### src/ncc_macros.svh
`ifndef NCC_MACROS_SVH
`define NCC_MACROS_SVH

// patch geometry, one descriptor row per strobe
`define NCC_PATCH_DIM 4

// signed input pixel
`define NCC_PIX_W 9

// log domain fields
`define NCC_EXP_W 5
`define NCC_FRAC_W 16

// antilog output, wide enough for an exponent sum of 17
`define NCC_MAG_W 18

// accumulator chain and patch score
`define NCC_ACC_W 32

// frame length in windows
`define NCC_FRAME_WINDOWS 16
`define NCC_WIN_IDX_W 4

`endif

### src/nccMathPkg.sv
`include "ncc_macros.svh"

package nccMathPkg;

	// one signed pixel
	typedef logic signed [`NCC_PIX_W-1:0] pixel_t;

	// column 0 sits in the top bits
	typedef logic [`NCC_PATCH_DIM*`NCC_PIX_W-1:0] descRowData_t;

	// row-major, pixel (0,0) in the top bits
	typedef logic [`NCC_PATCH_DIM*`NCC_PATCH_DIM*`NCC_PIX_W-1:0] winPatch_t;

	// position of the leading one
	typedef logic [`NCC_EXP_W-1:0] exp_t;

	// bits below the leading one, left-aligned
	typedef logic [`NCC_FRAC_W-1:0] frac_t;

	// unsigned product magnitude
	typedef logic [`NCC_MAG_W-1:0] mag_t;

	// signed partial sums and scores
	typedef logic signed [`NCC_ACC_W-1:0] acc_t;

endpackage: nccMathPkg

### src/nccCtrlPkg.sv
`include "ncc_macros.svh"

package nccCtrlPkg;

	// window handling states
	typedef enum logic {
		WIN_WAIT,
		WIN_LOAD
	} winState_t;

	// window position inside a frame
	typedef logic [`NCC_WIN_IDX_W-1:0] winIdx_t;

	// descriptor row pointer
	typedef logic [$clog2(`NCC_PATCH_DIM)-1:0] descRow_t;

endpackage: nccCtrlPkg

### src/logConverter.sv
`timescale 1ns/10ps
`include "ncc_macros.svh"

module logConverter
	import nccMathPkg::*;
	(
	input pixel_t pixel,
	output logic sign,
	output logic zero,
	output exp_t exp,
	output frac_t frac
	);

	logic [`NCC_PIX_W-1:0] magnitude;
	logic [`NCC_FRAC_W-1:0] norm;
	logic [3:0] leadZeros;

	assign sign = pixel[`NCC_PIX_W-1];
	// -256 still fits as unsigned 256
	assign magnitude = sign ? (~pixel + 1'b1) : pixel;
	assign zero = (magnitude == '0);

	// halving search, normalises so the leading one ends up in the top bit
	always_comb begin
		norm = {{(`NCC_FRAC_W-`NCC_PIX_W){1'b0}}, magnitude};
		leadZeros = '0;
		if (norm[`NCC_FRAC_W-1 -: 8] == '0) begin
			norm = norm << 8;
			leadZeros = leadZeros + 4'd8;
		end
		if (norm[`NCC_FRAC_W-1 -: 4] == '0) begin
			norm = norm << 4;
			leadZeros = leadZeros + 4'd4;
		end
		if (norm[`NCC_FRAC_W-1 -: 2] == '0) begin
			norm = norm << 2;
			leadZeros = leadZeros + 4'd2;
		end
		if (norm[`NCC_FRAC_W-1] == 1'b0) begin
			norm = norm << 1;
			leadZeros = leadZeros + 4'd1;
		end
	end

	always_comb begin
		if (zero) begin
			exp = '0;
			frac = '0;
		end else begin
			exp = exp_t'(`NCC_FRAC_W-1) - exp_t'(leadZeros);
			// drop the hidden one
			frac = {norm[`NCC_FRAC_W-2:0], 1'b0};
		end
	end

endmodule: logConverter

### src/antilogUnit.sv
`timescale 1ns/10ps
`include "ncc_macros.svh"

module antilogUnit
	import nccMathPkg::*;
	(
	input exp_t exp,
	input frac_t frac,
	output mag_t mag
	);

	// room for the hidden one, the fraction and the largest shift
	localparam int SHIFT_W = `NCC_FRAC_W + 1 + (1 << `NCC_EXP_W);

	logic [SHIFT_W-1:0] mantissa;
	logic [SHIFT_W-1:0] shifted;

	// 1.frac as a fixed point value with FRAC_W fraction bits
	assign mantissa = {{(SHIFT_W-`NCC_FRAC_W-1){1'b0}}, 1'b1, frac};

	assign shifted = mantissa << exp;

	// integer part only, fraction bits below the point are cut
	assign mag = shifted[`NCC_FRAC_W +: `NCC_MAG_W];

endmodule: antilogUnit

### src/processingElement.sv
`timescale 1ns/10ps
`include "ncc_macros.svh"

module processingElement
	import nccMathPkg::*;
	(
	input logic clk,
	input logic rst,
	input logic loadDesc,
	input logic loadWin,
	input logic descSignIn,
	input logic descZeroIn,
	input exp_t descExpIn,
	input frac_t descFracIn,
	input logic winSignIn,
	input logic winZeroIn,
	input exp_t winExpIn,
	input frac_t winFracIn,
	input acc_t accIn,
	output acc_t accOut
	);

	logic descSign, descZero, winSign, winZero;
	exp_t descExp, winExp;
	frac_t descFrac, winFrac;

	logic [`NCC_FRAC_W:0] fracSum;
	exp_t expSum;
	mag_t prodMag;
	acc_t product;

	// descriptor pixel, written once per descriptor row strobe
	always_ff @(posedge clk, posedge rst) begin
		if (rst) begin
			descSign <= 1'b0;
			descZero <= 1'b0;
			descExp <= '0;
			descFrac <= '0;
		end else if (loadDesc) begin
			descSign <= descSignIn;
			descZero <= descZeroIn;
			descExp <= descExpIn;
			descFrac <= descFracIn;
		end
	end

	// window pixel
	always_ff @(posedge clk, posedge rst) begin
		if (rst) begin
			winSign <= 1'b0;
			winZero <= 1'b0;
			winExp <= '0;
			winFrac <= '0;
		end else if (loadWin) begin
			winSign <= winSignIn;
			winZero <= winZeroIn;
			winExp <= winExpIn;
			winFrac <= winFracIn;
		end
	end

	// Mitchell product, a carry out of the fraction bumps the exponent
	assign fracSum = descFrac + winFrac;
	assign expSum = descExp + winExp + exp_t'(fracSum[`NCC_FRAC_W]);

	antilogUnit u_antilog (
		.exp(expSum),
		.frac(fracSum[`NCC_FRAC_W-1:0]),
		.mag(prodMag)
	);

	assign product = {{(`NCC_ACC_W-`NCC_MAG_W){1'b0}}, prodMag};

	always_comb begin
		if (descZero || winZero) begin
			accOut = accIn;
		end else if (descSign ^ winSign) begin
			accOut = accIn - product;
		end else begin
			accOut = accIn + product;
		end
	end

endmodule: processingElement

### src/descLoader.sv
`timescale 1ns/10ps
`include "ncc_macros.svh"

module descLoader
	import nccMathPkg::*;
	import nccCtrlPkg::*;
	(
	input logic clk,
	input logic rst,
	input logic descValid,
	input descRowData_t descData,
	output logic [`NCC_PATCH_DIM-1:0] rowLoad,
	output logic [`NCC_PATCH_DIM-1:0] descSign,
	output logic [`NCC_PATCH_DIM-1:0] descZero,
	output exp_t descExp [`NCC_PATCH_DIM],
	output frac_t descFrac [`NCC_PATCH_DIM]
	);

	descRow_t descRowNow;

	// row pointer, wraps after the last row
	always_ff @(posedge clk, posedge rst) begin
		if (rst) begin
			descRowNow <= '0;
		end else if (descValid) begin
			descRowNow <= descRowNow + 1'b1;
		end
	end

	// one-hot row enable, only while a row is on the bus
	always_comb begin
		rowLoad = '0;
		if (descValid) begin
			rowLoad[descRowNow] = 1'b1;
		end
	end

	for (genvar c = 0; c < `NCC_PATCH_DIM; c++) begin: gCol
		logConverter u_log (
			.pixel(descData[(`NCC_PATCH_DIM-1-c)*`NCC_PIX_W +: `NCC_PIX_W]),
			.sign(descSign[c]),
			.zero(descZero[c]),
			.exp(descExp[c]),
			.frac(descFrac[c])
		);
	end

endmodule: descLoader

### src/peArray.sv
`timescale 1ns/10ps
`include "ncc_macros.svh"

module peArray
	import nccMathPkg::*;
	(
	input logic clk,
	input logic rst,
	input logic [`NCC_PATCH_DIM-1:0] rowLoad,
	input logic [`NCC_PATCH_DIM-1:0] descSign,
	input logic [`NCC_PATCH_DIM-1:0] descZero,
	input exp_t descExp [`NCC_PATCH_DIM],
	input frac_t descFrac [`NCC_PATCH_DIM],
	input logic winLoad,
	input winPatch_t winData,
	output acc_t patchScore
	);

	localparam int NPIX = `NCC_PATCH_DIM * `NCC_PATCH_DIM;

	// per row, element c reads accChain[r][c] and drives accChain[r][c+1]
	acc_t accChain [`NCC_PATCH_DIM][`NCC_PATCH_DIM+1];

	for (genvar r = 0; r < `NCC_PATCH_DIM; r++) begin: gRow
		assign accChain[r][0] = '0;

		for (genvar c = 0; c < `NCC_PATCH_DIM; c++) begin: gCol
			logic wSign;
			logic wZero;
			exp_t wExp;
			frac_t wFrac;

			logConverter u_winLog (
				.pixel(winData[(NPIX-1-(r*`NCC_PATCH_DIM+c))*`NCC_PIX_W +: `NCC_PIX_W]),
				.sign(wSign),
				.zero(wZero),
				.exp(wExp),
				.frac(wFrac)
			);

			processingElement u_pe (
				.clk(clk),
				.rst(rst),
				.loadDesc(rowLoad[r]),
				.loadWin(winLoad),
				.descSignIn(descSign[c]),
				.descZeroIn(descZero[c]),
				.descExpIn(descExp[c]),
				.descFracIn(descFrac[c]),
				.winSignIn(wSign),
				.winZeroIn(wZero),
				.winExpIn(wExp),
				.winFracIn(wFrac),
				.accIn(accChain[r][c]),
				.accOut(accChain[r][c+1])
			);
		end
	end

	// sum of the row totals at the chain ends
	always_comb begin
		patchScore = '0;
		for (int r = 0; r < `NCC_PATCH_DIM; r++) begin
			patchScore = patchScore + accChain[r][`NCC_PATCH_DIM];
		end
	end

endmodule: peArray

### src/bestMatchTracker.sv
`timescale 1ns/10ps
`include "ncc_macros.svh"

module bestMatchTracker
	import nccMathPkg::*;
	import nccCtrlPkg::*;
	(
	input logic clk,
	input logic rst,
	input logic winValid,
	input acc_t patchScore,
	output logic winLoad,
	output logic winDone,
	output logic frameDone,
	output acc_t winScore,
	output acc_t bestScore,
	output winIdx_t bestIndex
	);

	winState_t state, nextState;
	winIdx_t winCount;
	logic empty;
	logic takeNew;
	logic lastWindow;
	logic [`NCC_ACC_W-1:0] scoreMag;
	logic [`NCC_ACC_W-1:0] bestMag;

	always_comb begin
		nextState = state;
		winLoad = 1'b0;
		winDone = 1'b0;
		case (state)
			WIN_WAIT: begin
				if (winValid) begin
					winLoad = 1'b1;
					nextState = WIN_LOAD;
				end
			end
			WIN_LOAD: begin
				// score of the registered window is settled here
				winDone = 1'b1;
				nextState = WIN_WAIT;
			end
			default: nextState = WIN_WAIT;
		endcase
	end

	always_ff @(posedge clk, posedge rst) begin
		if (rst) begin
			state <= WIN_WAIT;
		end else begin
			state <= nextState;
		end
	end

	assign lastWindow = (winCount == winIdx_t'(`NCC_FRAME_WINDOWS - 1));
	assign frameDone = winDone && lastWindow;
	assign winScore = patchScore;

	// unsigned magnitudes, so the most negative score compares correctly
	assign scoreMag = patchScore[`NCC_ACC_W-1] ? (~patchScore + 1'b1) : patchScore;
	assign bestMag = bestScore[`NCC_ACC_W-1] ? (~bestScore + 1'b1) : bestScore;

	// strictly greater, so a tie keeps the earlier window
	assign takeNew = empty || (scoreMag > bestMag);

	always_ff @(posedge clk, posedge rst) begin
		if (rst) begin
			winCount <= '0;
			empty <= 1'b1;
			bestScore <= '0;
			bestIndex <= '0;
		end else if (winDone) begin
			if (takeNew) begin
				bestScore <= patchScore;
				bestIndex <= winCount;
			end
			// last window still lands in best, then the next frame starts empty
			if (lastWindow) begin
				winCount <= '0;
				empty <= 1'b1;
			end else begin
				winCount <= winCount + 1'b1;
				empty <= 1'b0;
			end
		end
	end

endmodule: bestMatchTracker

### src/nccTop.sv
`timescale 1ns/10ps
`include "ncc_macros.svh"

module nccTop
	import nccMathPkg::*;
	import nccCtrlPkg::*;
	(
	input logic clk,
	input logic rst,
	input logic descValid,
	input descRowData_t descData,
	input logic winValid,
	input winPatch_t winData,
	output logic winDone,
	output acc_t winScore,
	output logic frameDone,
	output acc_t bestScore,
	output winIdx_t bestIndex
	);

	logic [`NCC_PATCH_DIM-1:0] rowLoad;
	logic [`NCC_PATCH_DIM-1:0] descSign;
	logic [`NCC_PATCH_DIM-1:0] descZero;
	exp_t descExp [`NCC_PATCH_DIM];
	frac_t descFrac [`NCC_PATCH_DIM];
	logic winLoad;
	acc_t patchScore;

	descLoader u_descLoader (
		.clk(clk),
		.rst(rst),
		.descValid(descValid),
		.descData(descData),
		.rowLoad(rowLoad),
		.descSign(descSign),
		.descZero(descZero),
		.descExp(descExp),
		.descFrac(descFrac)
	);

	peArray u_peArray (
		.clk(clk),
		.rst(rst),
		.rowLoad(rowLoad),
		.descSign(descSign),
		.descZero(descZero),
		.descExp(descExp),
		.descFrac(descFrac),
		.winLoad(winLoad),
		.winData(winData),
		.patchScore(patchScore)
	);

	bestMatchTracker u_tracker (
		.clk(clk),
		.rst(rst),
		.winValid(winValid),
		.patchScore(patchScore),
		.winLoad(winLoad),
		.winDone(winDone),
		.frameDone(frameDone),
		.winScore(winScore),
		.bestScore(bestScore),
		.bestIndex(bestIndex)
	);

endmodule: nccTop

### config.mk
export PLATFORM = sky130hd
export DESIGN_NAME = nccTop
export DESIGN_NICKNAME = d
export VERILOG_FILES = /design/src/nccMathPkg.sv /design/src/nccCtrlPkg.sv /design/src/logConverter.sv /design/src/antilogUnit.sv /design/src/processingElement.sv /design/src/descLoader.sv /design/src/peArray.sv /design/src/bestMatchTracker.sv /design/src/nccTop.sv
export VERILOG_INCLUDE_DIRS = /design/src
export SDC_FILE = /design/constraint.sdc
export NUM_CORES = 2
export LEC_CHECK = 0
export BUFFER_PORTS_ARGS = -buffer_cell sky130_fd_sc_hd__buf_2
export CORE_MARGIN = 10
export CORE_UTILIZATION = 45
export DETAILED_ROUTE_END_ITERATION = 8
export SYNTH_ARGS = -nofsm -noshare
export SYNTH_HDL_FRONTEND = slang
export SYNTH_HIERARCHICAL = 1
export SYNTH_SLANG_ARGS = --single-unit
### constraint.sdc
create_clock -name clk -period 17.41 [get_ports clk]
set_input_delay 1.741 -clock clk [delete_from_list [all_inputs] [get_ports clk]]
set_output_delay 1.741 -clock clk [all_outputs]
set_load 0.01 [all_outputs]
==> metrics.md <==
| Metric | Value |
|---|---|
| Outcome | `finished with violations` |
| Violations in the final reports | `setup timing` |
| Inst Count DP | `19,540` |
| Number of library cell types mapped by synthesis | `between 100 and 150` |
| Total track usage | `about a quarter` |
| Worst flop-to-flop path endpoint | `u_tracker/bestScore[28]` |
| Cell occurring most often along the worst timing path | `sky130_fd_sc_hd__buf_6` |
| DR WL/cell | `19.6 microns` |
| Maximum buffer depth of the clock tree | `3` |
| Worst path arrival time | `15.76 ns` |
| Flop2flop setup slack | `-0.04 ns` |
| Number of global-route vias before repair | `roughly 110k` |
| Signed area change from the synthesized netlist to the final layout | `18.7%` |
| Element type at the critical path start | `register` |
| MaxCap Viol Count | `0` |
| Area enclosed by the die boundary | `approximately 0.29 sq mm` |
| Detailed-route DRC error count | `0` |
| Vertical die dimension | `~540 microns` |
| RSZ-0062 raised after global routing | `yes` |
| Final antenna-violating net count | `0` |
| Slew @ Worst Pin | `~1.4 ns` |
| Area share of the leading cell type in the synthesized netlist | `between 10% and 20%` |
| Portion of the post-synthesis area used by sequential elements | `approximately 16%` |
| Prevailing post-synth register cell | `sky130_fd_sc_hd__dfrtp_1` |
| Post-Synthesis Mean Instance Area | `approximately 8.4 sq um` |
| Number of H-tree levels | `3` |
| Setup-failing EPs final | `17` |
| TritonCTS clock tree | `built` |
| Vias per inst | `5.82` |
| Count of standard-cell rows | `191` |
| Routability Congestion | `~0.97` |
| Final cell count without fillers | `roughly 20,000` |
| Number of buffer and inverter stages on the critical path | `14` |
| Fillers | `25,455` |
| Total number of yosys warnings | `6` |
| I/O pins | `~250` |
| Number of design-rule violations left by the first detailed-router iteration | `between 8,000 and 9,000` |
| Global-route wire length before repair | `just over 600,000 microns` |
| Detailed-route via count | `115,751` |
| Clock slew at the register clock pins of the worst setup and hold paths | `approximately 0.060 ns` |
| Clock tree root driver cell | `sky130_fd_sc_hd__clkbuf_16` |
| Largest delay share family, worst path | `compound AO/OA/AOI/OAI gates` |
| Fmax | `0.0571 GHz` |
| Clock skew after layout | `~0.08 ns` |
| Initial cell density of the core | `between 40% and 50%` |
| Detailed Routing Iterations Pass 1 | `6` |
| Class of the worst hold path | `reg -> reg` |
| Post-detailed-placement half-perimeter wirelength | `about 310,000 microns` |
| Pins Over Slew Limit | `0` |
| Post-route minimum period | `around 18 ns` |
| Die Wd | `around 540 microns` |
| Max-Slew Margin vs Limit | `a little under a tenth` |
| Post-synth EDFFs | `0` |
| Clock latency on the worst-skew pair | `approximately 0.79 ns` |
| Post-route fraction of the period consumed by the critical path | `101%` |
| Number of endpoints with negative hold slack in the final report | `0` |
| GR Overflow Total | `0` |
| Endpoint, Worst Hold | `u_peArray/gRow[3].gCol[2].u_pe/descZero` |
| Instance count of the mapped netlist | `approximately 15,000` |
| Layout Nets | `roughly 17,000` |
| Path depth of the worst reg2reg path | `78` |
| Number of buffers created by CTS | `92` |
| Post-Syn Area | `0.122 sq mm` |
| Std-Cell Core Area | `roughly 0.27 sq mm` |
| Main area contributors after synthesis | `sky130_fd_sc_hd__dfrtp_1 16%, sky130_fd_sc_hd__ha_1 9.5%, sky130_fd_sc_hd__mux2_2 8.1%` |
| Most numerous cell in the Yosys netlist | `sky130_fd_sc_hd__nand2_1` |
| WP data required | `between 15 and 20 ns` |
| Number of buffers inserted by hold repair at cts | `0` |
| Kind of capture point of the worst setup path | `primary output` |
| Fraction of layout cells with a size suffix above 1 | `27.2%` |
| Antenna violations before repair | `19` |
| Maximum fanout encountered on the critical timing path | `7` |
| Pin count of the biggest net entering global routing | `~140` |
| Slowest library cell on the worst path | `sky130_fd_sc_hd__fa_2` |
| Longest individual stage delay on the worst path | `0.60 ns` |
| Launching point of the worst reg2reg path | `u_peArray/gRow[2].gCol[0].u_pe/descFrac[0]` |
| Final standard cell utilization of the core | `53.6%` |
| Count of buffers from port buffering | `approximately 250` |
| Post-route worst setup slack | `-0.0941 ns` |
| Startpoint-to-endpoint class of the critical path | `reg -> out` |
| Num Clock Sinks | `slightly below 800` |
| Worst hold path depth | `1` |
| Start point of the worst min-delay path | `u_peArray/gRow[3].gCol[2].u_pe/descZero` |
| DRT Wirelength | `391,000 microns` |
| Total of flip-flops plus latches after synthesis | `just under 800` |
| Dominant cell type by area after synthesis | `sky130_fd_sc_hd__dfrtp_1` |
| Commonest cells post-synth | `1,313 x sky130_fd_sc_hd__nand2_1, 968 x sky130_fd_sc_hd__o21ai_0, 926 x sky130_fd_sc_hd__ha_1` |
| Async SR Flop Fraction | `between 90% and 100%` |
[timing repair]
| action | in CTS | in global routing |
|---|---|---|
| cloned | 2 | 6 |
| setup buffers | 58 | 97 |
| resized for setup | 266 | 491 |
| pin swaps | 111 | 257 |
| endpoints found under the setup margin | 51 | 54 |
[cell type report]
type                            count  area (sq um)  share of cell area (%)
Clock buffer                      111          2520                    1.74
Sequential cell                   780         19500                    13.5
Antenna cell                        5          12.5                 0.00864
Timing Repair Buffer             2163         16100                    11.1
Inverter                          604          2370                    1.64
Multi-Input combinational cell  12581         99000                    68.4
Tap cell                         3570          4470                    3.08
Clock inverter                     62           895                   0.618
[per-layer routing]
| layer | GRT usage, % | vias up | wire length, microns |
|---|---|---|---|
| li1 | - | 56550 | - |
| met1 | 36.0 | 55772 | 184000 |
| met2 | 40.4 | 2910 | 174000 |
| met3 | 2.56 | 501 | 20700 |
| met4 | 6.86 | 18 | 12000 |
| met5 | 0 | - | 119 |
[state kept, by name, indices dropped and copies added (netlist names)]
register and count:
u_tracker/bestIndex 4, u_peArray/gRow.gCol.u_pe/winFrac 256, u_peArray/gRow.gCol.u_pe/descExp 80, u_peArray/gRow.gCol.u_pe/descSign 16, u_tracker/winCount 4, u_descLoader/descRowNow 2
u_tracker/empty 1, u_peArray/gRow.gCol.u_pe/winExp 80, u_peArray/gRow.gCol.u_pe/descFrac 256, u_tracker/state 1, u_tracker/bestScore 32, u_peArray/gRow.gCol.u_pe/winSign 16
u_peArray/gRow.gCol.u_pe/winZero 16, u_peArray/gRow.gCol.u_pe/descZero 16
[cells in the final DEF, fill, tap and decap left out, types with 68 or more instances in the layout]
master / instances
sky130_fd_sc_hd__xnor2_1: 608
sky130_fd_sc_hd__nand4_1: 167
sky130_fd_sc_hd__a21o_1: 406
sky130_fd_sc_hd__nand3_1: 353
sky130_fd_sc_hd__and2_1: 109
sky130_fd_sc_hd__a211o_1: 102
sky130_fd_sc_hd__nand2b_1: 153
sky130_fd_sc_hd__o21ai_0: 836
sky130_fd_sc_hd__buf_4: 1857
sky130_fd_sc_hd__nor3_1: 271
sky130_fd_sc_hd__or3_1: 92
sky130_fd_sc_hd__dfrtp_1: 779
sky130_fd_sc_hd__a21oi_1: 848
sky130_fd_sc_hd__o21bai_1: 89
sky130_fd_sc_hd__a21oi_2: 78
sky130_fd_sc_hd__o21a_1: 112
sky130_fd_sc_hd__mux4_1: 108
sky130_fd_sc_hd__ha_1: 864
sky130_fd_sc_hd__xor2_1: 467
sky130_fd_sc_hd__nand3b_1: 91
sky130_fd_sc_hd__conb_1: 442
sky130_fd_sc_hd__mux4_2: 100
sky130_fd_sc_hd__inv_1: 526
sky130_fd_sc_hd__or2_2: 75
sky130_fd_sc_hd__mux2i_1: 267
sky130_fd_sc_hd__mux2_2: 844
sky130_fd_sc_hd__o31ai_2: 95
sky130_fd_sc_hd__nor3b_1: 117
sky130_fd_sc_hd__clkbuf_16: 96
sky130_fd_sc_hd__nand2_1: 1298
sky130_fd_sc_hd__o31ai_1: 144
sky130_fd_sc_hd__a31oi_1: 68
sky130_fd_sc_hd__nor2b_1: 260
sky130_fd_sc_hd__o21ai_1: 297
sky130_fd_sc_hd__nor2_1: 716
sky130_fd_sc_hd__fa_1: 116
sky130_fd_sc_hd__and3_1: 86
sky130_fd_sc_hd__buf_2: 246
sky130_fd_sc_hd__o211ai_1: 130
[cell families after synthesis]
family,after synthesis,synth area share (%)
compound gates,4326,24.8
xor+xnor,1099,7.89
fa+ha+maj,1052,11.6
buf+inv,1565,6.66
flops,780,16.0
mux,1375,14.7
other cells,21,0.0646
simple gates,4287,18.4
[per-stage QoR]
stage | cell area, sq um | hold WS [ns] | setup TNS (ns) | worst slack [ns]
3_3_place_gp | 137000 | 0.481 | -24.88 | -0.696
2_1_floorplan | 124000 | 0.472 | 0 | 0.00697
5_1_grt | 145000 | 0.518 | -29.42 | -0.793
4_1_cts | 142000 | 0.502 | -0.0115 | -0.0107
6_report | 145000 | 0.498 | -0.289 | -0.0941
3_5_place_dp | 137000 | 0.487 | -34.16 | -0.943
[how the worst max path moves through the flow]
stage | from | endpoint | slack (ns) | depth (start not counted)
2_1_floorplan | u_peArray/gRow[2].gCol[0].u_pe/descFrac[0] | u_tracker/bestScore[12] | 0.007 | 77
3_3_place_gp | u_peArray/gRow[1].gCol[0].u_pe/descFrac[0] | u_tracker/bestScore[2] | -0.70 | 80
3_5_place_dp | u_peArray/gRow[1].gCol[0].u_pe/descFrac[0] | u_tracker/bestScore[21] | -0.94 | 80
4_1_cts | u_peArray/gRow[2].gCol[0].u_pe/descFrac[0] | winScore[31] | -0.01 | 68
5_1_grt | u_peArray/gRow[2].gCol[0].u_pe/descFrac[0] | winScore[31] | -0.79 | 71
6_report | u_peArray/gRow[2].gCol[0].u_pe/descFrac[0] | winScore[31] | -0.09 | 70
Power is not shown: default switching activity piles up to over one toggle a cycle in this logic, so the estimate is an artifact.
